$ cat config.mk
export PLATFORM = sky130hd
export DESIGN_NAME = rvv_dispatch_operand
export DESIGN_NICKNAME = d
export VERILOG_FILES = /design/src/rvv_dispatch_pkg.sv /design/src/rvv_dispatch_operand.sv
export SDC_FILE = /design/constraint.sdc
export NUM_CORES = 2
export LEC_CHECK = 0
export BUFFER_PORTS_ARGS = -buffer_cell sky130_fd_sc_hd__buf_4
export CAP_MARGIN = 30
export CORE_AREA = 2 2 723 725
export DETAILED_ROUTE_END_ITERATION = 10
export DIE_AREA = 0 0 725 727
export PLACE_DENSITY_LB_ADDON = 0.12
export REMOVE_ABC_BUFFERS = 1
export SLEW_MARGIN = 10
export SYNTH_ARGS = -nofsm -noshare
export SYNTH_HDL_FRONTEND = slang
export SYNTH_SLANG_ARGS = --single-unit
$ cat constraint.sdc
create_clock -name vclk -period 3
set_input_delay 0.3 -clock vclk [all_inputs]
set_output_delay 0.3 -clock vclk [all_outputs]
set_load 0.01 [all_outputs]
$ cat src/rvv_dispatch_pkg.sv
// Shared definitions for the vector dual-issue dispatch stage
// Widths, register and opcode types, uop class and execution unit encodings,
// plus the decode of which vector sources a uop class reads

package rvv_dispatch_pkg;

    // Uops offered by the queue per cycle
    localparam int NUM_DP_UOP      = 2;
    // VRF read ports available to dispatch
    localparam int NUM_VRF_RD      = 4;
    localparam int REG_INDEX_WIDTH = 5;

    typedef logic [REG_INDEX_WIDTH-1:0] vreg_idx_t;
    typedef logic [5:0]                 funct_t;

    // Letters give vd (as vs3), vs1, vs2 in that order, V means read
    typedef enum logic [2:0] {
        VVV,
        XVV,
        VVX,
        VXX,
        XVX,
        XXV,
        XXX
    } uop_class_e;

    // Target reservation station
    typedef enum logic [1:0] {
        EXE_ALU,
        EXE_MUL,
        EXE_LSU
    } exe_unit_e;

    // Uop reads vd as a third source
    function automatic logic class_rd_vd(uop_class_e c);
        return c inside {VVV, VVX, VXX};
    endfunction

    // Uop reads vs1
    function automatic logic class_rd_vs1(uop_class_e c);
        return c inside {VVV, XVV, VVX, XVX};
    endfunction

    // Uop reads vs2
    function automatic logic class_rd_vs2(uop_class_e c);
        return c inside {VVV, XVV, XXV};
    endfunction

endpackage

$ cat src/rvv_dispatch_operand.sv
`timescale 1ns/100ps
// Operand source select for one dispatched uop
// Looks up the youngest ROB writer of every vector source the uop reads and
// returns either its completed result or the VRF data, and flags a RAW
// hazard when that writer has not finished yet

module rvv_dispatch_operand
    import rvv_dispatch_pkg::*;
#(
    parameter int VLEN      = 128,
    parameter int ROB_DEPTH = 8
) (
    input  uop_class_e                      uop_class,
    input  vreg_idx_t                       uop_vs1,
    input  vreg_idx_t                       uop_vs2,
    input  vreg_idx_t                       uop_vd,
    input  logic      [ROB_DEPTH-1:0]           rob_valid,
    input  vreg_idx_t [ROB_DEPTH-1:0]           rob_w_index,
    input  logic      [ROB_DEPTH-1:0]           rob_w_valid,
    input  logic      [ROB_DEPTH-1:0][VLEN-1:0] rob_w_data,
    input  logic      [VLEN-1:0]            vrf_vs1_data,
    input  logic      [VLEN-1:0]            vrf_vs2_data,
    input  logic      [VLEN-1:0]            vrf_vd_data,
    output logic                            raw_hazard,
    output logic      [VLEN-1:0]            vs1_data,
    output logic      [VLEN-1:0]            vs2_data,
    output logic      [VLEN-1:0]            vd_data
);

    // Source slots: 0 is vs2, 1 is vs1, 2 is vd
    localparam int NUM_SRC = 3;

    logic      [NUM_SRC-1:0]           src_rd;
    vreg_idx_t [NUM_SRC-1:0]           src_idx;
    logic      [NUM_SRC-1:0][VLEN-1:0] src_vrf;
    logic      [NUM_SRC-1:0]           src_pend;
    logic      [NUM_SRC-1:0][VLEN-1:0] src_data;

    assign src_rd  = {class_rd_vd(uop_class), class_rd_vs1(uop_class),
                      class_rd_vs2(uop_class)};
    assign src_idx = {uop_vd, uop_vs1, uop_vs2};
    assign src_vrf = {vrf_vd_data, vrf_vs1_data, vrf_vs2_data};

    for (genvar s = 0; s < NUM_SRC; s++) begin : g_src
        logic            hit;
        logic            pend;
        logic [VLEN-1:0] byp;

        // Entries are in age order, so the last match is the youngest writer
        always_comb begin
            hit  = 1'b0;
            pend = 1'b0;
            byp  = '0;
            for (int e = 0; e < ROB_DEPTH; e++) begin
                if (rob_valid[e] && (rob_w_index[e] == src_idx[s])) begin
                    hit  = 1'b1;
                    pend = !rob_w_valid[e];
                    byp  = rob_w_data[e];
                end
            end
        end

        assign src_pend[s] = hit && pend;
        // Completed writer forwards its result, otherwise the VRF copy is current
        assign src_data[s] = (hit && !pend) ? byp : src_vrf[s];
    end

    // Only sources the class actually reads can stall the uop
    assign raw_hazard = |(src_rd & src_pend);

    assign vs2_data = src_data[0];
    assign vs1_data = src_data[1];
    assign vd_data  = src_data[2];

    // A uop without vector sources never waits on the ROB
    always_comb begin
        if (uop_class == XXX) begin
            assert final (!raw_hazard)
                else $error("raw_hazard raised for a uop class with no vector sources");
        end
    end

endmodule

==> Word level (Yosys, flattened, before mapping) <==
Index checks and enable logic that the tools add are counted.
{ "totals": {"regBits": 0, "latchBits": 0, "ram_bits": 0, "rom_bits": 0, "input_bits": 1482, "output_inout_bits": 385, "elab_cells": 151, "n_memories": 0} }
{ "op_classes": {"add_sub_neg": 0, "mul": 0, "div": 0, "order_cmp": 0, "eq_ne": 29, "shift": 0, "mux": 75, "n_bitwise": 1, "n_reduce_logical": 46} }
{ "op_table": {"columns": ["operator", "count"], "rows": [
  ["128-bit two-way mux", 27],
  ["5-bit equality test", 24],
  ["1-bit two-way mux", 48],
  ["1-bit logical AND", 30],
  ["1-bit zero test", 11],
  ["3-bit by 2-bit equality test with 1-bit output, second input constant", 2],
  ["3-bit equality test, second input constant", 2],
  ["3-bit nonzero test", 2],
  ["4-bit nonzero test", 1],
  ["3-bit AND", 1],
  ["3-bit by 1-bit equality test with 1-bit output, second input constant", 1],
  ["3-bit zero test", 1],
  ["3-bit OR reduction", 1]
]} }

==> Depth between registers and ports, before layout <==
{ "logic_depth": {"ltp_word": 13, "depth_mapped": 13, "ltp_nobuf": 8} }

==> Worst setup path before layout <==
OpenSTA, ideal clock, no wires.
{ "synth_path": {"kind": "input to output", "from": "in uop_vd[0]", "to": "out vd_data[61]", "arrival_time_ns": 2.546, "required_ns": 2.700, "setup_slack_ns": 0.154, "path_stages": 12, "path_buffers": 4, "cell_sequence": "buf_4 > xor2_1 > nor3_2 > and3_1 > buf_4 > nor2_2 > a2111oi_4 > a2bb2oi_2 > a21oi_2 > buf_6 > buf_8 > mux2_1"} }
{ "synth_via": {"elab_chain_len": 13, "elab_cells_between_ends": 43, "classes_between": "eq/ne: 8; mux: 25; reduce/logical: 10"} }
{ "synth_lines": {"columns": ["element", "line", "source"], "rows": [
  ["start: declaration", "rvv_dispatch_operand.sv:16", "input vreg_idx_t uop_vd,"],
  ["5-bit equality test", "rvv_dispatch_operand.sv:55", "if (rob_valid[e] && (rob_w_index[e] == src_idx[s])) begin"],
  ["1-bit logical AND", "rvv_dispatch_operand.sv:55", null],
  ["1-bit two-way mux (8 in a row)", "rvv_dispatch_operand.sv:55", null],
  ["1-bit zero test", "rvv_dispatch_operand.sv:65", "assign src_data[s] = (hit && !pend) ? byp : src_vrf[s];"],
  ["1-bit logical AND", "rvv_dispatch_operand.sv:65", null],
  ["128-bit two-way mux *", "rvv_dispatch_operand.sv:65", null],
  ["end: declaration", "rvv_dispatch_operand.sv:27", "output logic [VLEN-1:0] vd_data"]
]} }
Mark *: on every way between the ends. The rest lies on a longest branch, timed or not.

==> Worst setup path in the final report <==
{ "layout_path": {"from": "in rob_w_index[33] in the netlist's numbering", "to": "out vs2_data[76]"} }
{ "layout_via": {"elab_chain_len": 7, "elab_cells_between_ends": 11, "classes_between": "eq/ne: 1; mux: 7; reduce/logical: 3"} }
{ "layout_lines": {"columns": ["element", "line", "source"], "rows": [
  ["start: declaration", "rvv_dispatch_operand.sv:18", "input vreg_idx_t [ROB_DEPTH-1:0] rob_w_index,"],
  ["5-bit equality test *", "rvv_dispatch_operand.sv:55", null],
  ["1-bit logical AND *", "rvv_dispatch_operand.sv:55", null],
  ["1-bit two-way mux (2 in a row)", "rvv_dispatch_operand.sv:55", null],
  ["1-bit zero test", "rvv_dispatch_operand.sv:65", null],
  ["1-bit logical AND", "rvv_dispatch_operand.sv:65", null],
  ["128-bit two-way mux *", "rvv_dispatch_operand.sv:65", null],
  ["end: declaration", "rvv_dispatch_operand.sv:26", "output logic [VLEN-1:0] vs2_data,"]
]} }
Marked as above.

==> metrics <==
outcome=finished, violations left; failing checks=negative setup slack; Peak VDD IR=88.30 uV; global route total overflow=0; multiplexer area fraction after synthesis=0.1019; Startpoint Class=input pin; Synth Area in Simple Gates=0.2060; drt wl/cell=39.92 um; Leakage=27.78 nW; Seq cells=0; Hold Crit Class=input pin to output port; worst hold start=vrf_vs1_data[51]; most frequent cells in the layout=buf_4 (2751), nand2_1 (840), a21oi_1 (782); final setup fails=385; XOR/XNOR share of the synthesized area=0.03499; Req. time, crit path=2.70 ns; syn_area_per_cell=5.839 sq um; max-cap violation count=0; GRT Util Overall=0.2113; via/cell ratio=4.063; final hold violation count=0; Placer Congestion=0.9202; die width=725 um; Synth Area in Compound Gates=0.5609; slew margin rel.=0.3405; Syn Inst Count=5145; setup slack after placement=-1.409 ns; area of the die=527100 sq um; area of placed instances=62600 sq um; iteration count of the initial detailed-routing pass=6; share of post-route cells with drive strength above 1=0.5054; largest family of logic cells by synthesized area=compound AO/OA/AOI/OAI gates; commonest non-fill, non-tap cell in the layout=buf_4; Crit. End Element=output port; Slew @ Worst Pin=around 0.99 ns; critical path class=input pin to output port; setup TNS=-205.27 ns; vias in the first global route=approximately 59k; Adder-Cell Fraction of Synth Area=0.0003332; Yosys Warn Count=0; Detail Route Antenna Nets=0; largest net degree at the start of global routing=49; CP max-delay cell=o2111ai_1; vias=60.61k; end of the worst hold path=vs1_data[51]; number of clock buffers in the layout=0; DP HPWL=490500 um; RSZ-0062 raised after global routing=true; IO buf count=1867; Critical Path Fanout Max=39; sequential element share of the synthesized area=0; most frequent CP cell=buf_4; initial antenna violation count=242; DRT iter0 DRCs=about 6k; first-pass GRT wire length=725200 um; Worst Path Arrival=3.53 ns; total core area=519200 sq um; hold buffers post-CTS=0; Tmin final=about 3.8 ns; Initial Utilization=0.05785; FF+latch area=0 sq um; count of different cell masters after synthesis=66; I/O pin total=1867; synthesized area=~30000 sq um; Slew Viols, Final=0; Die H=slightly above 700 um; row cnt=265; drt total wl=595500 um; DRC=0; Hold Path Stages=3; CP max stage delay=approximately 0.8 ns; pwr/cell area=191.9 nW/um^2; Finished Cell Area=71840 sq um; final worst path period share=1.276; post-route worst setup slack=-0.8271 ns; P&R area growth vs syn=139.1%; critical path, cell by cell=buf_4 > xor2_1 > nor4_4 > buf_4 > nand3_4 > buf_12 > buf_12 > buf_4 > o2111ai_1 > a31oi_1 > buf_4; fmax=around 260 MHz; Final #Nets=around 9.4k
==> critical path, delay by kind of cell <==
family          cells  cell delay, ns
compound gates      2            1.16
simple gates        2            0.54
buf+inv             6            1.23
xor+xnor            1            0.19
==> report_power, final <==
| group | leakage, nW | internal (mW) | switching [mW] |
|---|---|---|---|
| sequential | 0 | 0 | 0 |
| clock | 0.000632 | 0.00000315 | 0 |
| combinational | 27.8 | 6.18 | 7.61 |
| total | 27.8 | 6.18 | 7.61 |
==> through the flow <==
stage / hold slack [ns] / util / power [mW] / instances
after floorplan: 0.7352 / - / 3.293 / 4518
after global placement: 0.8937 / 0.1203 / 11.95 / 14560
after detailed placement: 0.8886 / 0.1206 / 11.92 / 14580
after CTS: 0.8935 / 0.1316 / 13.27 / 14740
after global routing: 0.9001 / 0.1381 / 14.31 / 14860
final: 0.8919 / 0.1384 / 13.79 / 14920
==> timing repair <==
| item | CTS | global route |
|---|---|---|
| buffers inserted | 137 | 77 |
| setup endpoints to repair | 385 | 385 |
| cloned | 32 | 22 |
| gates resized for setup | 689 | 504 |
| pin swaps | 82 | 94 |
==> how the worst max path moves through the flow <==
stage	from	endpoint	slack (ns)	cells after the start
after floorplan	uop_vd[0]	vd_data[0]	-11.57	7
after global placement	uop_vd[1]	vd_data[38]	-1.83	13
after detailed placement	uop_vs1[1]	vs1_data[101]	-1.41	12
after CTS	uop_vd[1]	vd_data[87]	-0.70	14
after global routing	uop_vd[1]	vd_data[9]	-0.77	16
final	rob_w_index[33]	vs2_data[76]	-0.83	11
==> kinds of logic after synthesis <==
group / count (synthesis)
fa+ha+maj: 1
compound gates: 2622
buf+inv: 639
xor+xnor: 120
simple gates: 1505
mux: 258
==> cell type report <==
| cell class | instances | area (sq um) |
|---|---|---|
| diodes | 100 | 250.2 |
| fillers | 60320 | 447400 |
| inverters | 12 | 52.55 |
| multi-input cells | 4506 | 31200 |
| well taps | 6942 | 8686 |
| repair buffers | 3357 | 31650 |
==> routing by layer <==
metal / global-route usage / share of wire / wire length (um)
met1: 0.2765 / 0.43 / 258600
met2: 0.3539 / 0.46 / 276200
met3: 0.04759 / 0.075 / 44610
met4: 0.04190 / 0.026 / 15380
met5: 0 / 0.0012 / 735
==> Yosys cell counts (all sizes together) (15+ instances only) <==
cell type	number	area share
a221o	18	0.0060
nand2	853	0.11
a221oi	20	0.0060
nor3	96	0.016
a211oi	240	0.060
a31oi	137	0.029
a22oi	15	0.0037
xnor2	60	0.017
o311ai	279	0.081
xor2	60	0.017
a21oi	823	0.14
a22o	19	0.0055
clkbuf	411	0.051
nor2	397	0.050
o22ai	54	0.011
a32oi	26	0.0076
mux2	257	0.10
o211ai	15	0.0037
nand2b	19	0.0040
buf	216	0.043
o2111ai	44	0.013
o21ai	571	0.095
a211o	102	0.030
nand3	87	0.014
o22a	17	0.0050
o31ai	102	0.025
o41ai	109	0.032
Note: power is estimated with default switching activity, not from simulation.
