File: src/rvv_dispatch_pkg.sv
// Shared definitions for the vector dual-issue dispatch stage
// Widths, register and opcode types, uop class and execution unit encodings,
// plus the decode of which vector sources a uop class reads

package rvv_dispatch_pkg;

    // Uops offered by the queue per cycle
    localparam int NUM_DP_UOP      = 2;
    // VRF read ports available to dispatch
    localparam int NUM_VRF_RD      = 4;
    localparam int REG_INDEX_WIDTH = 5;

    typedef logic [REG_INDEX_WIDTH-1:0] vreg_idx_t;
    typedef logic [5:0]                 funct_t;

    // Letters give vd (as vs3), vs1, vs2 in that order, V means read
    typedef enum logic [2:0] {
        VVV,
        XVV,
        VVX,
        VXX,
        XVX,
        XXV,
        XXX
    } uop_class_e;

    // Target reservation station
    typedef enum logic [1:0] {
        EXE_ALU,
        EXE_MUL,
        EXE_LSU
    } exe_unit_e;

    // Uop reads vd as a third source
    function automatic logic class_rd_vd(uop_class_e c);
        return c inside {VVV, VVX, VXX};
    endfunction

    // Uop reads vs1
    function automatic logic class_rd_vs1(uop_class_e c);
        return c inside {VVV, XVV, VVX, XVX};
    endfunction

    // Uop reads vs2
    function automatic logic class_rd_vs2(uop_class_e c);
        return c inside {VVV, XVV, XXV};
    endfunction

endpackage

File: src/rvv_dispatch_vrf_read.sv
`timescale 1ns/100ps
// VRF read port allocation for the two dispatched uops
// Packs the sources of the older uop first, then the younger one, onto the
// read ports in vs2, vs1, vd order, steers the returned data back to each
// operand and flags a structure hazard when the ports run out

module rvv_dispatch_vrf_read
    import rvv_dispatch_pkg::*;
#(
    parameter int VLEN = 128
) (
    input  logic                                   clk,
    input  logic                                   rst_n,
    input  uop_class_e [NUM_DP_UOP-1:0]            uop_class,
    input  vreg_idx_t  [NUM_DP_UOP-1:0]            uop_vs1,
    input  vreg_idx_t  [NUM_DP_UOP-1:0]            uop_vs2,
    input  vreg_idx_t  [NUM_DP_UOP-1:0]            uop_vd,
    input  logic       [NUM_VRF_RD-1:0][VLEN-1:0]  vrf_rd_data,
    output vreg_idx_t  [NUM_VRF_RD-1:0]            vrf_rd_index,
    output logic                                   strct_hazard,
    output logic       [NUM_DP_UOP-1:0][VLEN-1:0]  vrf_vs1_data,
    output logic       [NUM_DP_UOP-1:0][VLEN-1:0]  vrf_vs2_data,
    output logic       [NUM_DP_UOP-1:0][VLEN-1:0]  vrf_vd_data
);

    // Source slots per uop: 0 is vs2, 1 is vs1, 2 is vd
    localparam int NUM_SRC = 3;
    localparam int PORT_W  = $clog2(NUM_VRF_RD);
    // Holds the read count of both uops together
    localparam int POS_W   = $clog2(NUM_DP_UOP * NUM_SRC + 1);

    logic      [NUM_DP_UOP-1:0][NUM_SRC-1:0]            src_rd;
    vreg_idx_t [NUM_DP_UOP-1:0][NUM_SRC-1:0]            src_idx;
    logic      [NUM_DP_UOP-1:0][NUM_SRC-1:0][POS_W-1:0] src_pos;
    logic      [NUM_DP_UOP-1:0][NUM_SRC-1:0][VLEN-1:0]  src_data;
    logic      [POS_W-1:0]                              rd_total;

    for (genvar i = 0; i < NUM_DP_UOP; i++) begin : g_uop
        assign src_rd[i]  = {class_rd_vd(uop_class[i]), class_rd_vs1(uop_class[i]),
                             class_rd_vs2(uop_class[i])};
        assign src_idx[i] = {uop_vd[i], uop_vs1[i], uop_vs2[i]};

        for (genvar s = 0; s < NUM_SRC; s++) begin : g_src
            // Slots that spill past the last port get no data
            assign src_data[i][s] = (src_pos[i][s] < POS_W'(NUM_VRF_RD)) ?
                                    vrf_rd_data[src_pos[i][s][PORT_W-1:0]] : '0;
        end

        assign vrf_vs2_data[i] = src_data[i][0];
        assign vrf_vs1_data[i] = src_data[i][1];
        assign vrf_vd_data[i]  = src_data[i][2];
    end

    // Running port count, older uop first
    // Reads are counted even if a ROB bypass later replaces the data
    always_comb begin
        logic [POS_W-1:0] pos;
        pos = '0;
        for (int i = 0; i < NUM_DP_UOP; i++) begin
            for (int s = 0; s < NUM_SRC; s++) begin
                src_pos[i][s] = pos;
                pos           = pos + POS_W'(src_rd[i][s]);
            end
        end
        rd_total = pos;
    end

    // Unused ports stay at register 0
    always_comb begin
        vrf_rd_index = '0;
        for (int i = 0; i < NUM_DP_UOP; i++) begin
            for (int s = 0; s < NUM_SRC; s++) begin
                if (src_rd[i][s] && (src_pos[i][s] < POS_W'(NUM_VRF_RD))) begin
                    vrf_rd_index[src_pos[i][s][PORT_W-1:0]] = src_idx[i][s];
                end
            end
        end
    end

    // Only the younger uop can run out of ports
    assign strct_hazard = rd_total > POS_W'(NUM_VRF_RD);

    // The older uop always fits, so it is never held back by the ports
    a_uop0_fits: assert property (@(posedge clk) disable iff (!rst_n)
        src_pos[1][0] < POS_W'(NUM_VRF_RD))
        else $error("uop 0 needs more VRF read ports than exist");

endmodule
File: config.mk
export PLATFORM = sky130hd
export DESIGN_NAME = rvv_dispatch_vrf_read
export DESIGN_NICKNAME = d
export VERILOG_FILES = /design/src/rvv_dispatch_pkg.sv /design/src/rvv_dispatch_vrf_read.sv
export SDC_FILE = /design/constraint.sdc
export NUM_CORES = 1
export LEC_CHECK = 0
export BUFFER_PORTS_ARGS = -buffer_cell sky130_fd_sc_hd__buf_4
export CORE_AREA = 2 2 521 523
export DETAILED_ROUTE_END_ITERATION = 12
export DIE_AREA = 0 0 523 525
export GPL_ROUTABILITY_DRIVEN = 0
export PLACE_DENSITY_LB_ADDON = 0.1
export SYNTH_ARGS = -nofsm -noshare
export SYNTH_HDL_FRONTEND = slang
export SYNTH_SLANG_ARGS = --single-unit
File: constraint.sdc
create_clock -name vclk -period 4.5
set_input_delay 0.45 -clock vclk [all_inputs]
set_output_delay 0.45 -clock vclk [all_outputs]
set_load 0.01 [all_outputs]
# [After elaboration in Yosys (flattened, before gate mapping)]
# Cells that the tools add are included.
[classes] n_lt_le_gt_ge=16 reduce_logical=18 n_eq_ne=10 mux=36 add_sub_neg=5
[op_table] cell="$mux 128" count=11
[op_table] cell="$bmux 128 s2" count=4
[op_table] cell="$bwmux 20" count=5
[op_table] cell="$mux 20" count=5
[op_table] cell="$demux 5 s2" count=4
[op_table] cell="$mux 5" count=6
[op_table] cell="$lt 2x3->1 const B" count=5
[op_table] cell="$eq 3x2->1 const B" count=4
[op_table] cell="$eq 3x3->1 const B" count=4
[op_table] cell="$reduce_bool 3->1" count=4
[op_table] cell="$logic_and 1x1->1" count=10
[op_table] cell="$add 3x1->3" count=3
[op_table] cell="$lt 3x3->1 const B" count=3
[op_table] cell="$ge 2x1->1 const B" count=4
[op_table] cell="$reduce_bool 4->1" count=2
[op_table] cell="$eq 3x1->1 const B" count=2
[op_table] cell="$logic_not 3->1" count=2
[op_table] cell="$lt 1x3->1 const B" count=2
[op_table] cell="$demux 5 s1" count=1
[op_table] cell="$add 2x1->3" count=1
[op_table] cell="$gt 3x3->1 const B" count=1
[op_table] cell="$add 1x1->2" count=1
[op_table] cell="$ge 1x1->1 const B" count=1
[word_totals] regBits=0 in_bits=550 word_cells=85

# [Depth between registers and ports, before layout]
# Gate-level depths: netlist (run 1).
[logic_depth] ltp_word=16 depth_mapped=18 ltp_nobuf=13

# [Least setup slack after synthesis (run 1)]
# OpenSTA, ideal clock, no wires.
[synth_path] kind="input-to-output" start="input port uop_class[1] in the netlist's numbering" end="output port vrf_vd_data[205] in the netlist's numbering" required_time_ps=4050 path_buffers=7 setup_slack_ps=-298 stages=18 arrival_time_ps=4348 cell_sequence="clkbuf_1 > clkbuf_1 > a21o_1 > o21ai_1 > fa_1 > ha_1 > inv_1 > fa_1 > clkbuf_1 > inv_1 > ha_1 > buf_2 > or2_1 > buf_2 > buf_2 > buf_1 > o22ai_1 > nor3_1"
[synth_lines] item="start, declared" line="rvv_dispatch_vrf_read.sv:14" source="input uop_class_e [NUM_DP_UOP-1:0] uop_class,"
[synth_lines] item="end, declared" line="rvv_dispatch_vrf_read.sv:23" source="output logic [NUM_DP_UOP-1:0][VLEN-1:0] vrf_vd_data"

==> out/qor.csv, run 1 <==
stage,metric,value,unit
drt,Via Count,22490,
synthesis,Post-Synth XOR/XNOR Area,0.0009870,
critical_path,WS Path Type,primary input to output pin,
critical_path,Crit. End Element,output pin,
synthesis,Synth top cells by count,"mux4_2, nor2b_1, buf_4, and2_1, o22ai_1",
sta,final-report hold violation count,0,
job,Max-cap violations,0,
drt,DRC Markers,0,
placement,Post-DP HPWL,169.0,mm
drt,drt initial violations,1342,
layout,Area Growth Syn to Fin,101.7,%
synthesis,Synth Area per Inst,11.12,µm²
global_routing,grt met3 use,0.03643,
critical_path,"Buf+Inv Stages, Crit Path",7,
sta,hold slack,1.129,ns
die,num rows,191,
sta,fmax,213.0,MHz
layout,Layout Utilization,0.1329,
layout,nets,3406,
global_routing,gr usage total,0.1450,
synthesis,Yosys warning count,0,
drt,TritonRoute pass-1 iters,5,
drt,total wire length,212.0,mm
global_routing,number of global-route vias before repair,23320,
global_routing,GR Util met1,0.1748,
sta,unrepaired setup endpoints after global routing,true,
synthesis,mux cell area share after synthesis,0.6589,
global_routing,met2 Usage GRT,0.2603,
hold_path,worst min path class,primary input to output pin,
drt,routed len/inst,33.00,µm
critical_path,Worst Path Max Fanout,46,
synthesis,Simple-Gate Fraction of Synth Area,0.1574,
hold_path,hold wc startpoint,vrf_rd_data[0],
synthesis,Yosys top cell area share,0.5749,
layout,Fill cells,30580,
critical_path,cell family with the largest share of critical-path delay,adder cells,
synthesis,most frequent cell after synthesis,mux4_2,
layout,seq_cells,0,
status,failing checks,setup timing,
critical_path,required time of the critical path,4.05,ns
synthesis,top post-synthesis cells by area,"mux4_2, nor2b_1, mux2_1",
status,run status,finished with violations,
layout,area occupied by multi-input gates,0.01776,mm²
die,die area,0.2746,mm²
synthesis,Post-Synthesis Cells,1596,
drt,Post-DRT Antenna Nets,0,
critical_path,crit path from,uop_class[1],
sta,Worst Tran Pin Value,1.196,ns
synthesis,sequential cell area fraction in the yosys report,0,
die,initial cell density of the core,0.06589,
sta,final setup vio count,71,
placement,buffers added on ports,1337,
layout,clock buffers,0,
critical_path,Critical Path Start Type,primary input,
die,IO Pins,1339,
critical_path,CP Cell Sequence,buf_12 > a21o_1 > o21ai_2 > fa_4 > ha_4 > inv_2 > fa_4 > inv_4 > ha_4 > xnor2_4 > buf_4 > buf_16 > nor3_2 > buf_4 > buf_4,
critical_path,CP peak stage delay,0.84,ns
global_routing,first-pass GRT wire length,266.4,mm
critical_path,crit path max-delay cell type,fa_4,
sta,fin crit share,1.043,
die,Core Area,0.2693,mm²
synthesis,Mapped Area,0.01775,mm²
global_routing,GRT busiest layer,met2,
sta,"Slew Viols, Final",0,
drt,Vias/cell,3.501,
layout,layout cells sized above 1,0.8023,
global_routing,largest net degree at the start of global routing,73,
die,DIE WIDTH,523,µm
die,height of the chip,525,µm
synthesis,post-synthesis cell type count,42,
layout,Register Area,0,µm²
critical_path,critical path arrival,4.24,ns
sta,final setup margin,-0.1942,ns
synthesis,Synthesized Nets,2157,
synthesis,adder-cell share of the synthesized area,0.009165,
synthesis,Compound-Gate Fraction of Synth Area,0.07156,
synthesis,largest family of logic cells by synthesized area,multiplexers,
global_routing,GRT overflow,0,
sta,Slew headroom,0.2025,
global_routing,initial antenna violation count,27,
sta,post-layout min period,4.694,ns
critical_path,Worst path most repeated cell,buf_4,
synthesis,Synth area leader,mux4_2,
[path summary, 6_finish.rpt]
check                              end  slack, ns  cells after the start
worst max-delay path  vrf_vd_data[186]      -0.19                     15
worst min-delay path   vrf_vs2_data[0]       1.13                      2
[kinds of logic after synthesis]
| kind of cell | after synthesis |
|---|---|
| mux | 586 |
| simple gates | 471 |
| buf+inv | 329 |
| compound gates | 196 |
| fa+ha+maj | 12 |
| xor+xnor | 2 |
[area by class of cell]
class / count / area share
Antenna cell: 10 / 0.0006990
Inverter: 8 / 0.0009087
Timing Repair Buffer: 1568 / 0.3776
Multi-Input combinational cell: 1267 / 0.4960
Tap cell: 3570 / 0.1248
[cells in the final DEF (no fill, tap or decap), types with 10 or more instances in the layout]
cell	synthesis	final
buf_12	0	57
o31ai_4	0	10
o22ai_1	127	51
nor3_1	65	18
nor2_1	18	16
mux4_2	453	453
o21ai_2	0	10
nor3_2	0	40
diode_2	0	10
o22ai_4	0	37
and3_1	14	13
mux2_2	28	28
nor2b_4	0	34
nor2b_1	206	172
buf_6	0	92
o22ai_2	0	39
buf_4	129	1379
and2_1	128	128
mux2_1	100	100
buf_16	0	28
[metrics by stage]
step / instances / setup slack [ns] / setup TNS (ns) / instance area [µm²]
after floorplan: 1596 / -0.06534 / -0.4129 / 17840
after global placement: 6346 / -0.6979 / -33.70 / 32490
after detailed placement: 6346 / -0.6700 / -29.21 / 32490
after CTS: 6403 / -0.1908 / -9.069 / 34710
after global routing: 6417 / -0.1973 / -15.60 / 35780
final: 6423 / -0.1942 / -3.211 / 35800
[metal layers]
metal,routed length (µm),part of all wire,vias up
met3,15280,0.072,97
met5,82,0.00039,-
met2,107200,0.51,1167
met1,85190,0.40,12230
met4,4207,0.020,12
li1,-,-,8985
[timing repair]
action	4_1_cts	5_1_grt
setup buffers	52	11
pin swaps	70	39
resized for setup	262	187
hold buffers	0	0
cloned	15	3
endpoints found under the setup margin	215	212
==> run 2, diff against run 1 <==
GPL_TIMING_DRIVEN = 0   (was unset)
==> run 2 against run 1 <==
Net effect: the run now ends clean; global-route usage is 1.9 points higher; hold slack better by 0.093 ns; non-clock buffer count rose by 132; worst setup slack better by 0.26 ns; highest routed layer unchanged.
==> out/qor.csv, run 2 (synthesis gave the netlist of run 1 again) <==
stage,metric,value,unit
global_routing,GRT overflow,0,
layout,Area Growth Syn to Fin,93.20,%
die,num rows,191,
sta,"Slew Viols, Final",0,
sta,final setup margin,0.06936,ns
sta,Slew headroom,0.2606,
status,run status,"finished, final reports clean",
sta,fmax,225.7,MHz
sta,Worst Tran Pin Value,1.109,ns
critical_path,cell family with the largest share of critical-path delay,adder cells,
critical_path,WS Path Type,primary input to output pin,
sta,post-layout min period,4.431,ns
sta,fin crit share,0.9846,
layout,nets,3539,
sta,unrepaired setup endpoints after global routing,true,
layout,area occupied by multi-input gates,0.01647,mm²
clocking,hold buffers post-CTS,0,
hold_path,Hold Path End,vrf_vs2_data[102],
critical_path,Worst Path Max Fanout,9,
sta,final setup vio count,0,
critical_path,"Buf+Inv Stages, Crit Path",9,
hold_path,hold wc startpoint,vrf_rd_data[102],
critical_path,Critical Path Start Type,primary input,
critical_path,Crit. End Element,output pin,
drt,Via Count,23120,
placement,Post-DP HPWL,200.8,mm
critical_path,CP peak stage delay,0.57,ns
sta,hold slack,1.222,ns
drt,drt initial violations,1350,
hold_path,worst min path class,primary input to output pin,
drt,total wire length,236.8,mm
die,Core Area,0.2693,mm²
critical_path,Worst path most repeated cell,buf_12,
sta,final-report hold violation count,0,
placement,Post-Place Worst Slack,-3.932,ns
global_routing,initial antenna violation count,42,
die,initial cell density of the core,0.06589,
critical_path,crit path max-delay cell type,fa_2,
layout,"most common cell after layout, fill and taps aside",buf_4,
drt,Vias/cell,3.519,
drt,TritonRoute pass-1 iters,5,
layout,clock buffers,0,
die,IO Pins,1339,
drt,routed len/inst,36.06,µm
layout,layout cells sized above 1,0.7436,
drt,Post-DRT Antenna Nets,0,
global_routing,first-pass GRT wire length,294.7,mm
placement,buffers added on ports,1336,
critical_path,required time of the critical path,4.05,ns
job,Max-cap violations,0,
global_routing,largest net degree at the start of global routing,18,
layout,seq_cells,0,
global_routing,number of global-route vias before repair,24250,
layout,fin cells,6569,
die,height of the chip,525,µm
layout,most frequent cells in the layout,"buf_4, mux4_2, nor2b_1",
critical_path,CP Cell Sequence,buf_12 > clkbuf_16 > a21o_1 > o21ai_4 > fa_2 > ha_2 > inv_2 > fa_2 > inv_2 > ha_4 > buf_12 > or2_4 > buf_12 > buf_16 > buf_16 > o22ai_1 > nor3_2 > buf_4,
layout,Layout Utilization,0.1273,
die,die area,0.2746,mm²
drt,DRC Markers,0,
die,DIE WIDTH,523,µm
layout,Register Area,0,µm²
critical_path,critical path arrival,3.98,ns
hold_path,hold path cells,3,
placement,Post-Place Cells,6509,
layout,Fill cells,30880,
global_routing,gr usage total,0.1640,
## run 2: changes by cell type in the layout (fill, tap and decap cells not counted), sizes merged
cell / before / now
buf: 1565 / 1594
bufbuf: 1 / 0
clkbuf: 2 / 105
clkdlybuf4s15: 0 / 1
diode: 10 / 23
nor2: 20 / 21
## run 2: layout make-up
class / instances / share of cell area
Tap cell: 3570 / 0.1303
Timing Repair Buffer: 1384 / 0.3142
Inverter: 8 / 0.0009488
Multi-Input combinational cell: 1268 / 0.4802
Antenna cell: 23 / 0.001679
Buffer: 316 / 0.07269
## run 2: how the worst max path moves through the flow
stage                       startpoint               end  depth (start not counted)
after floorplan           uop_class[1]  vrf_vd_data[205]                         18
after global placement    uop_class[0]  vrf_vd_data[179]                         16
after detailed placement  uop_class[0]  vrf_vd_data[179]                         18
after CTS                 uop_class[1]  vrf_vd_data[179]                         17
after global routing      uop_class[1]  vrf_vd_data[225]                         19
final                     uop_class[1]  vrf_vd_data[216]                         18
## run 2: what timing repair did
| action | in CTS | in global routing |
|---|---|---|
| pin swaps | 21 | 9 |
| setup buffers | 27 | 12 |
| endpoints found under the setup margin | 526 | 129 |
| gates cloned | 2 | 1 |
| gates resized for setup | 282 | 16 |
## run 2: metal layers
| layer | global-route usage | routed length, µm | vias up |
|---|---|---|---|
| li1 | - | - | 9279 |
| met1 | 0.1973 | 95070 | 12560 |
| met2 | 0.2962 | 119900 | 1192 |
| met3 | 0.04268 | 18220 | 78 |
| met4 | 0.02023 | 3603 | 8 |
| met5 | 0 | 52 | - |
## run 2: stage by stage
stage | TNS (ns) | instance area, µm²
after floorplan | -0.4129 | 17840
after global placement | -1183.27 | 32340
after detailed placement | -768.27 | 32510
after CTS | -0.06030 | 34030
after global routing | -0.05859 | 34250
final | 0 | 34290
