### config.mk
export PLATFORM = sky130hd
export DESIGN_NAME = rvv_dispatch_ctrl
export DESIGN_NICKNAME = d
export VERILOG_FILES = /design/src/rvv_dispatch_pkg.sv /design/src/rvv_dispatch_ctrl.sv
export SDC_FILE = /design/constraint.sdc
export NUM_CORES = 1
export LEC_CHECK = 0
export ABC_AREA = 1
export BUFFER_PORTS_ARGS = -buffer_cell sky130_fd_sc_hd__buf_2
export CORE_MARGIN = 3
export CORE_UTILIZATION = 29
export DETAILED_ROUTE_END_ITERATION = 12
export PLACE_DENSITY = 0.87
export SLEW_MARGIN = 20
export SYNTH_ARGS = -nofsm -noshare
export SYNTH_HDL_FRONTEND = slang
export SYNTH_SLANG_ARGS = --single-unit
### constraint.sdc
create_clock -name vclk -period 1.17
set_input_delay 0.1755 -clock vclk [all_inputs]
set_output_delay 0.1755 -clock vclk [all_outputs]
set_load 0.02 [all_outputs]
### src/rvv_dispatch_pkg.sv
// Shared definitions for the vector dual-issue dispatch stage
// Widths, register and opcode types, uop class and execution unit encodings,
// plus the decode of which vector sources a uop class reads

package rvv_dispatch_pkg;

    // Uops offered by the queue per cycle
    localparam int NUM_DP_UOP      = 2;
    // VRF read ports available to dispatch
    localparam int NUM_VRF_RD      = 4;
    localparam int REG_INDEX_WIDTH = 5;

    typedef logic [REG_INDEX_WIDTH-1:0] vreg_idx_t;
    typedef logic [5:0]                 funct_t;

    // Letters give vd (as vs3), vs1, vs2 in that order, V means read
    typedef enum logic [2:0] {
        VVV,
        XVV,
        VVX,
        VXX,
        XVX,
        XXV,
        XXX
    } uop_class_e;

    // Target reservation station
    typedef enum logic [1:0] {
        EXE_ALU,
        EXE_MUL,
        EXE_LSU
    } exe_unit_e;

    // Uop reads vd as a third source
    function automatic logic class_rd_vd(uop_class_e c);
        return c inside {VVV, VVX, VXX};
    endfunction

    // Uop reads vs1
    function automatic logic class_rd_vs1(uop_class_e c);
        return c inside {VVV, XVV, VVX, XVX};
    endfunction

    // Uop reads vs2
    function automatic logic class_rd_vs2(uop_class_e c);
        return c inside {VVV, XVV, XXV};
    endfunction

endpackage

### src/rvv_dispatch_ctrl.sv
`timescale 1ns/100ps
// Issue control for the dual-issue dispatch stage
// Checks the younger uop against the older one for RAW, applies the in-order
// issue rules and drives the valid/ready handshakes towards the uop queue,
// the ALU, MUL and LSU reservation stations and the ROB

module rvv_dispatch_ctrl
    import rvv_dispatch_pkg::*;
(
    input  logic                       clk,
    input  logic                       rst_n,
    input  logic      [NUM_DP_UOP-1:0] uop_valid,
    input  exe_unit_e [NUM_DP_UOP-1:0] uop_exe_unit,
    input  uop_class_e [NUM_DP_UOP-1:0] uop_class,
    input  vreg_idx_t [NUM_DP_UOP-1:0] uop_vs1,
    input  vreg_idx_t [NUM_DP_UOP-1:0] uop_vs2,
    input  vreg_idx_t [NUM_DP_UOP-1:0] uop_vd,
    input  logic      [NUM_DP_UOP-1:0] uop_vd_valid,
    input  logic      [NUM_DP_UOP-1:0] raw_hazard,
    input  logic                       strct_hazard,
    input  logic      [NUM_DP_UOP-1:0] rs_ready_alu,
    input  logic      [NUM_DP_UOP-1:0] rs_ready_mul,
    input  logic      [NUM_DP_UOP-1:0] rs_ready_lsu,
    input  logic      [NUM_DP_UOP-1:0] rob_push_ready,
    output logic      [NUM_DP_UOP-1:0] uop_ready,
    output logic      [NUM_DP_UOP-1:0] rs_valid_alu,
    output logic      [NUM_DP_UOP-1:0] rs_valid_mul,
    output logic      [NUM_DP_UOP-1:0] rs_valid_lsu,
    output logic      [NUM_DP_UOP-1:0] rob_push_valid
);

    logic [NUM_DP_UOP-1:0] rs_ready_sel;
    logic [NUM_DP_UOP-1:0] issue;
    logic                  raw_uu;

    // Ready of the station each uop targets
    for (genvar i = 0; i < NUM_DP_UOP; i++) begin : g_sel
        always_comb begin
            case (uop_exe_unit[i])
                EXE_ALU: rs_ready_sel[i] = rs_ready_alu[i];
                EXE_MUL: rs_ready_sel[i] = rs_ready_mul[i];
                EXE_LSU: rs_ready_sel[i] = rs_ready_lsu[i];
                default: rs_ready_sel[i] = 1'b0;
            endcase
        end
    end

    // Uop 1 reads the register uop 0 is about to write
    assign raw_uu = uop_vd_valid[0] &&
                    ((class_rd_vs1(uop_class[1]) && (uop_vs1[1] == uop_vd[0])) ||
                     (class_rd_vs2(uop_class[1]) && (uop_vs2[1] == uop_vd[0])) ||
                     (class_rd_vd(uop_class[1])  && (uop_vd[1]  == uop_vd[0])));

    assign issue[0] = uop_valid[0] && !raw_hazard[0] && rs_ready_sel[0] &&
                      rob_push_ready[0];

    // In order, so the younger uop only goes together with the older one
    assign issue[1] = issue[0] && uop_valid[1] && !raw_hazard[1] && !strct_hazard &&
                      !raw_uu && rs_ready_sel[1] && rob_push_ready[1];

    assign uop_ready      = issue;
    assign rob_push_valid = issue;

    for (genvar i = 0; i < NUM_DP_UOP; i++) begin : g_valid
        assign rs_valid_alu[i] = issue[i] && (uop_exe_unit[i] == EXE_ALU);
        assign rs_valid_mul[i] = issue[i] && (uop_exe_unit[i] == EXE_MUL);
        assign rs_valid_lsu[i] = issue[i] && (uop_exe_unit[i] == EXE_LSU);
    end

    a_in_order: assert property (@(posedge clk) disable iff (!rst_n)
        uop_ready[1] |-> uop_ready[0])
        else $error("uop 1 accepted without uop 0");

    a_one_station: assert property (@(posedge clk) disable iff (!rst_n)
        $onehot0({rs_valid_alu[0], rs_valid_mul[0], rs_valid_lsu[0]}) &&
        $onehot0({rs_valid_alu[1], rs_valid_mul[1], rs_valid_lsu[1]}))
        else $error("uop sent to more than one reservation station");

    // Queue pop and ROB push stay in step
    a_rob_push: assert property (@(posedge clk) disable iff (!rst_n)
        rob_push_valid == uop_ready)
        else $error("ROB push does not match the uops taken from the queue");

endmodule

# ---- Yosys cells after proc, flatten, opt, wreduce, memory -nomap -nowiden
# Index checks and enable logic that the tools add are counted.
dict set report word_totals {
  register_bits 0
  latchBits 0
  mem_bits_rw 0
  mem_bits_ro 0
  out_inout_bits 10
  word_cells 45
  n_memories 0
}
dict set report op_classes {
  n_addsub 0
  multipliers 0
  n_div 0
  n_lt_le_gt_ge 0
  eq_ne 12
  shifts 0
  mux 2
  n_bitwise 0
  n_reduce_logical 31
}
# op count
set ops {}
lappend ops {{1-bit logical AND} 19}
lappend ops {{5-bit equality test} 3}
lappend ops {{3-bit by 2-bit equality test with 1-bit output (second input constant)} 2}
lappend ops {{3-bit equality test (second input constant)} 2}
lappend ops {{1-bit one-hot mux with 3 select lines} 2}
lappend ops {{3-bit nonzero test} 2}
lappend ops {{2-bit by 1-bit equality test with 1-bit output (second input constant)} 2}
lappend ops {{2-bit equality test (second input constant)} 2}
lappend ops {{1-bit zero test} 4}
lappend ops {{2-bit zero test} 2}
lappend ops {{4-bit nonzero test} 1}
lappend ops {{3-bit by 1-bit equality test with 1-bit output (second input constant)} 1}
lappend ops {{3-bit zero test} 1}
lappend ops {{1-bit logical OR} 2}

# ---- Depth between registers and ports, before layout
# Gate-level depths: netlist (run 1).
dict set report depth {
  word_depth 11
  ltp_mapped 11
  depth_no_buf 10
}

# ---- Least setup slack after synthesis (run 1)
# No wires, ideal clock.
dict set report synth_timing {
  path_type {input to output}
  from {input uop_exe_unit[0] (netlist bit)}
  to {output uop_ready[1]}
  t_arrival_ns 1.029
  setup_slack_ns -0.035
  cell_stages 8
  n_path_buf 1
  cell_sequence {inv_1 nand3_1 nand3_2 nand4_4 nor2_2 nand2_2 inv_1 buf_4}
}
dict set report synth_via {
  elab_chain_cells 10
}
# element line_no
set synth_rtl {}
lappend synth_rtl {{from (decl)} rvv_dispatch_ctrl.sv:13} ;# input exe_unit_e [NUM_DP_UOP-1:0] uop_exe_unit,
lappend synth_rtl {{2-bit equality test, or another cell as far along} rvv_dispatch_ctrl.sv:39} ;# case (uop_exe_unit[i])
lappend synth_rtl {{1-bit one-hot mux with 3 select lines *} rvv_dispatch_ctrl.sv:39}
lappend synth_rtl {{1-bit logical AND * (2 in a row)} rvv_dispatch_ctrl.sv:54} ;# assign issue[0] = uop_valid[0] && !raw_hazard[0] && rs_ready_sel[0] &&
lappend synth_rtl {{1-bit logical AND * (4 in a row)} rvv_dispatch_ctrl.sv:58} ;# assign issue[1] = issue[0] && uop_valid[1] && !raw_hazard[1] && !strct_hazard &&
lappend synth_rtl {{1-bit logical AND * (2 in a row)} rvv_dispatch_ctrl.sv:59} ;# !raw_uu && rs_ready_sel[1] && rob_push_ready[1];
lappend synth_rtl {{to (decl)} rvv_dispatch_ctrl.sv:25} ;# output logic [NUM_DP_UOP-1:0] uop_ready,
# Mark *: on every way between the ends. The rest lies on a longest branch, timed or not.

# ---- Worst setup path in the final report (run 1)
dict set report layout_timing {
  from {input uop_vd[0] (netlist bit)}
  to {output rs_valid_lsu[1]}
}
dict set report layout_via {
  elab_chain_cells 10
}
# element line_no
set layout_rtl {}
lappend layout_rtl {{from (decl)} rvv_dispatch_ctrl.sv:17} ;# input vreg_idx_t [NUM_DP_UOP-1:0] uop_vd,
lappend layout_rtl {{5-bit equality test (on tied branches)} {rvv_dispatch_ctrl.sv:50, rvv_dispatch_ctrl.sv:51}}
lappend layout_rtl {{1-bit logical AND (on tied branches)} {rvv_dispatch_ctrl.sv:50, rvv_dispatch_ctrl.sv:51}}
lappend layout_rtl {{1-bit logical OR} rvv_dispatch_ctrl.sv:50} ;# ((class_rd_vs1(uop_class[1]) && (uop_vs1[1] == uop_vd[0])) ||
lappend layout_rtl {{1-bit logical OR *} rvv_dispatch_ctrl.sv:51} ;# (class_rd_vs2(uop_class[1]) && (uop_vs2[1] == uop_vd[0])) ||
lappend layout_rtl {{1-bit logical AND *} rvv_dispatch_ctrl.sv:49} ;# assign raw_uu = uop_vd_valid[0] &&
lappend layout_rtl {{1-bit zero test *} rvv_dispatch_ctrl.sv:59}
lappend layout_rtl {{1-bit logical AND *} rvv_dispatch_ctrl.sv:58}
lappend layout_rtl {{1-bit logical AND * (2 in a row)} rvv_dispatch_ctrl.sv:59}
lappend layout_rtl {{1-bit logical AND *} rvv_dispatch_ctrl.sv:67} ;# assign rs_valid_lsu[i] = issue[i] && (uop_exe_unit[i] == EXE_LSU);
lappend layout_rtl {{to (decl)} rvv_dispatch_ctrl.sv:28} ;# output logic [NUM_DP_UOP-1:0] rs_valid_lsu,
# Marked as above.

==> summary.md, run 1 <==
| Metric | Value |
|---|---|
| Fin. max-slew vios | 0 |
| Core ar. | 1559 um^2 |
| Vias | 837 |
| WL final | 1794 um |
| Yosys top cell area share | 0.3525 |
| Slew headroom | 0.8853 |
| Critical path type | primary input to primary output |
| Failing checks | negative setup slack |
| N_diodes | 0 |
| Routed wire length per instance | 9.492 um |
| Syn avg cell area | 4.429 um^2 |
| Register area share after synthesis | 0 |
| Share of cells above drive strength 1 | 0.5434 |
| Worst-Margin Slew | 170.7 ps |
| Synth Net Count | 170 |
| Number of DRC markers in iteration 0 | 12 |
| Switch share | 0.4728 |
| Commonest cells post-synth | 47 x nand2_1, 23 x inv_1, 13 x nor2_1 |
| Arrival time at the worst endpoint | 1120 ps |
| Full die area | 2260 um^2 |
| Buffers added on ports | 51 |
| Final Setup Violations | 5 |
| Outcome | complete, but fails checks |
| Max-cap violations | 0 |
| Clock buffer cells | 0 |
| Max Fclk | 771.9 MHz |
| First-pass GRT wire length | 2339 um |
| Detailed Place HPWL | 1308 um |
| I/O Pins | 67 |
| Vias/cell | 4.429 |
| Top-count cell post-synth | nand2_1 |
| Grt total ovfl | 0 |
| Die Wd | 47.54 um |
| Hold/Removal Path Class | primary input to primary output |
| RSZ-0062 raised after global routing | yes |
| Post-synthesis cell area | 500.5 um^2 |
| Antenna viol nets, final | 0 |
| Clock power frac | 0 |
| Starting Density | 0.3210 |
| CP Capture Type | primary output |
| Worst EP required | 990 ps |
| Sw power | 136.3 uW |
| Final worst setup slack | -125.5 ps |
| # rows | 14 |
| Lkg Pwr | 0.0006558 uW |
| Post-Syn Instances | 113 |
| Setup TNS | -583.1 ps |
| Num sequential | 0 |
| Combinational share of power | 1.000 |
| Cell Int Power | 152.0 uW |
| Final core utilization | 0.6685 |
| Final period utilization | 1.107 |
| WHS | 644.8 ps |
| Number of global-route vias before repair | 632 |
| CP Launch Type | primary input |
| Ys Warns | 0 |
| Register Area | 0 um^2 |
| Cts hold-fix bufs | 0 |
| Die Span Y | 47.54 um |
| Routability cong. | 0.7966 |
| Top cells by area, synth | nand2_1 35%, inv_1 17%, nand3_1 10%, nor2_1 9.7%, nand4_4 4.3% |
| Pin count of the biggest net entering global routing | 6 |
| Hold Violations, Final | 0 |
| Count of cell types in the netlist | 16 |
| P&R area growth vs syn | 108.3% |
| Initial antenna violation count | 0 |
| PwrDens | 276.6 nW/um^2 |
| Post-route minimum period | 1295 ps |
| First drt pass iteration count | 4 |
| Drt drc | 0 |
| Seq pwr share | 0 |
| IR drop worst, VDD | 0.0001341 V |
| Cell taking the most area after synthesis | nand2_1 |
| Nets | 232 |
| Crit Path Max Fanout | 4 |
| Total track usage | 0.1318 |
area by class of cell:
type | count | area [um^2]
fill | 157 | 516.7
inverter | 27 | 116.4
multi-input combinational | 84 | 465.4
tap | 16 | 20.02
timing repair buffer | 62 | 440.4
repair_timing:
action                     4_1_cts  5_1_grt
buffers inserted                 2        1
cloned                           0        0
setup endpoints to repair        8        8
gates resized for setup         21       43
pin swaps                       12       22
layer usage:
metal / track usage / routed length (um) / up-vias
li1: - / - / 453
met1: 0.1828 / 630 / 359
met2: 0.2433 / 1055 / 23
met3: 0 / 81 / 2
met4: 0 / 27 / 0
met5: 0 / 0 / -
critical path, cell delays in order:
cell     delay, ps
buf_6          110
xnor2_2        140
nand2_1         60
nor2_1         110
nand2_1         80
nand3_2         70
nand2_2         60
nand2_4        130
nor2_4          60
buf_6          120
logic make-up after synthesis:
| kind of cell | count (synthesis) | synth area share |
|---|---|---|
| xor gates and xnor gates | 2 | 0.03501 |
| AOI/OAI and AO/OA | 4 | 0.03998 |
| buffers and inverters | 29 | 0.2325 |
| and+or+nand+nor | 78 | 0.6925 |
layout by cell type (no fill, tap or decap), types with 2 or more instances in the layout:
cell type  Yosys  layout
nor2_4         0       5
buf_6          0      12
inv_4          0       6
nand2_2        1       4
buf_8          0       2
inv_2          4       7
inv_1         23      14
buf_2          0      34
nor3_1         3       3
nor2_1        13       9
nand2_1       47      43
o21ai_1        3       3
buf_4          2      14
nand3_2        1       5
nand3_1       10       6
path summary, 6_finish.rpt:
kind	startpoint	to	slack [ps]	cells after the start
worst max-delay path	uop_vd[0]	rs_valid_lsu[1]	-130	10
worst min-delay path	uop_exe_unit[0]	rs_valid_lsu[0]	640	3
through the flow:
stage | area (um^2) | instances | setup WS (ps) | power, uW
global route | 1042 | 189 | -200.4 | 321.3
global placement | 820.8 | 186 | -144.5 | 220.6
detailed placement | 820.8 | 186 | -191.4 | 222.4
CTS | 897.1 | 188 | -110.5 | 243.8
finish | 1042 | 189 | -125.5 | 288.3
floorplan | 500.5 | 113 | 1.489 | 102.8
power groups by stage:
stage | registers (uW) | logic, uW | clock network [uW]
final | 0 | 288 | 0
after global routing | 0 | 321 | 0
after CTS | 0 | 244 | 0
after detailed placement | 0 | 222 | 0
after global placement | 0 | 221 | 0
after floorplan | 0 | 103 | 0
Power figures use the tool's default switching activity.
==> run 2, diff against run 1 <==
CORE_UTILIZATION = 33   (was 29)
PLACE_DENSITY = 0.95   (was 0.87)
==> run 2 against run 1 <==
Effect of this change: the run still ends with negative setup slack left; total power up 2.5%; worst hold slack worse by 6.1 ps; die area down 11%; critical path type unchanged; largest cell class unchanged; highest routed layer unchanged.
==> summary.md, run 2 (synthesis gave the netlist of run 1 again) <==
| Metric | Value |
|---|---|
| Met2 WL | 1072 um (+1.6%) |
| Pwr Total | 295.6 uW (+2.5%) |
| CP Depth | 9 (-1) |
| Vias | 809 (-3.3%) |
| Final Setup Violations | 5 (unchanged) |
| Number of DRC markers in iteration 0 | 7 (-5) |
| PwrDens | 288.1 nW/um^2 (+4.1%) |
| DR top layer | met4 |
| RSZ-0062 raised after global routing | yes |
| Routability cong. | 0.8156 (+2.4%) |
| Max Fclk | 789.4 MHz (+2.3%) |
| Number of global-route vias before repair | 624 (-1.3%) |
| Worst-Margin Slew | 167.7 ps (-3.044 ps) |
| Met3 wire length | 88 um (+8.6%) |
| Worst EP required | 990 ps (about the same) |
| Hold/Removal Path Class | primary input to primary output |
| P&R area growth vs syn | 105.0% |
| Failing checks | negative setup slack |
| Die Span Y | 44.95 um (-5.5%) |
| CP cell instances | buf_12 > clkinv_8 > nand3_2 > nand3_2 > nand4_4 > nor2_2 > nand2_2 > nor2_1 > buf_4 |
| Fin. max-slew vios | 0 (unchanged) |
| Hold path startpoint | uop_exe_unit[1] |
| Drt drc | 0 (unchanged) |
| IR drop worst, VDD | 0.0001674 V (+25%) |
| Most common cell after layout, fill and taps aside | nand2_1 |
| Hold path endpoint | rs_valid_mul[0] |
| Crit Path Max Fanout | 5 (+1) |
| Setup TNS | -313.6 ps (+269.5 ps) |
| WL final | 1853 um (+3.3%) |
| M1 WL | 668 um (+6.0%) |
| Final worst setup slack | -96.82 ps (+28.65 ps) |
| Clock buffer cells | 0 (unchanged) |
| I/O Pins | 67 (unchanged) |
| Register Area | 0 um^2 (unchanged) |
| Post-route minimum period | 1267 ps (-28.65 ps) |
| Detailed Place HPWL | 1318 um (+0.82%) |
| Worst Setup SP | uop_exe_unit[1] |
| CP Capture Type | primary output |
| Die Wd | 44.95 um (-5.5%) |
| CP Launch Type | primary input |
| Arrival time at the worst endpoint | 1090 ps (-30 ps) |
| Hold path cells | 3 (unchanged) |
| Buffers added on ports | 51 (unchanged) |
| N_diodes | 0 (unchanged) |
| Max-cap violations | 0 (unchanged) |
| Starting Density | 0.3663 (+0.04527) |
| Slew headroom | 0.8873 (+0.002045) |
| Slowest cell on crit path | buf_4 |
| Num sequential | 0 (unchanged) |
| Full die area | 2020 um^2 (-11%) |
| First-pass GRT wire length | 2332 um (-0.30%) |
| Routed wire length per instance | 10.29 um (+8.5%) |
| Share of cells above drive strength 1 | 0.5455 (+0.002102) |
| Initial antenna violation count | 0 (unchanged) |
| Nets | 224 (-3.4%) |
| Critical Path Most Common Cell | nand3_2 |
| # rows | 13 (-1) |
| Grt total ovfl | 0 (unchanged) |
| Fill cell count | 106 (-32%) |
| Antenna viol nets, final | 0 (unchanged) |
| Core ar. | 1366 um^2 (-12%) |
| Crit-path leading delay family | simple AND/OR/NAND/NOR gates |
| Pin count of the biggest net entering global routing | 6 (unchanged) |
| Critical path type | primary input to primary output |
| Commonest cells after routing, fill and taps aside | 43 x nand2_1, 31 x buf_2, 13 x inv_1 |
| Final period utilization | 1.083 (-0.02449) |
| Buffer and inverter count on the worst path | 3 (+1) |
| Lkg Pwr | 0.0006300 uW (-3.9%) |
| Vias/cell | 4.494 (+1.5%) |
| CP max stage delay | 150 ps (about the same) |
| Total track usage | 0.1438 (+0.01197) |
| Cts hold-fix bufs | 0 (unchanged) |
| Hold Violations, Final | 0 (unchanged) |
| Outcome | complete, but fails checks |
| First drt pass iteration count | 3 (-1) |
==> run 2: cell types whose count changed in the layout (fill, tap and decap cells not counted), sizes merged <==
cell / delta
inv: -1
clkinv: +1
buf: -8
==> run 2: area by class of cell <==
type               count  area, um^2  area share
inverters             27       133.9      0.1305
multi-input cells     84       457.9      0.4463
well taps             15       18.77     0.01829
repair buffers        54       415.4      0.4049
==> run 2: where the power goes <==
part	switching (uW)	internal (uW)
combinational	142	153
sequential	0	0
clock	0	0
total	142	153
==> run 2: what timing repair did <==
item / in CTS / in global routing
buffers inserted: 1 / 0
gates resized for setup: 25 / 52
pin swaps: 11 / 23
setup endpoints to repair: 8 / 10
==> run 2: worst max-delay path by stage <==
| stage | end | slack, ps |
|---|---|---|
| 5_1_grt | rs_valid_alu[1] | -170 |
| 2_1_floorplan | rs_valid_alu[1] | 1 |
| 3_5_place_dp | rs_valid_mul[1] | -150 |
| 4_1_cts | rs_valid_mul[1] | -90 |
| 3_3_place_gp | rs_valid_mul[1] | -110 |
| 6_report | rs_valid_alu[1] | -100 |
==> run 2: stage by stage <==
| step | instances | cell area [um^2] | util | hold slack [ps] | setup slack [ps] |
|---|---|---|---|---|---|
| CTS | 180 | 857.1 | 0.6273 | 655.2 | -94.19 |
| global placement | 179 | 774.5 | 0.5669 | 649.4 | -113.3 |
| finish | 180 | 1026 | 0.7509 | 638.7 | -96.82 |
| floorplan | 113 | 500.5 | - | 434.1 | 1.489 |
| detailed placement | 179 | 774.5 | 0.5669 | 655.3 | -151.5 |
| global route | 180 | 1026 | 0.7509 | 651.0 | -166.2 |
==> run 2: per-layer routing <==
layer | GRT usage | vias up
met5 | 0 | -
met2 | 0.2712 | 24
met4 | 0.02924 | 0
li1 | - | 440
met1 | 0.1738 | 343
met3 | 0.01195 | 2
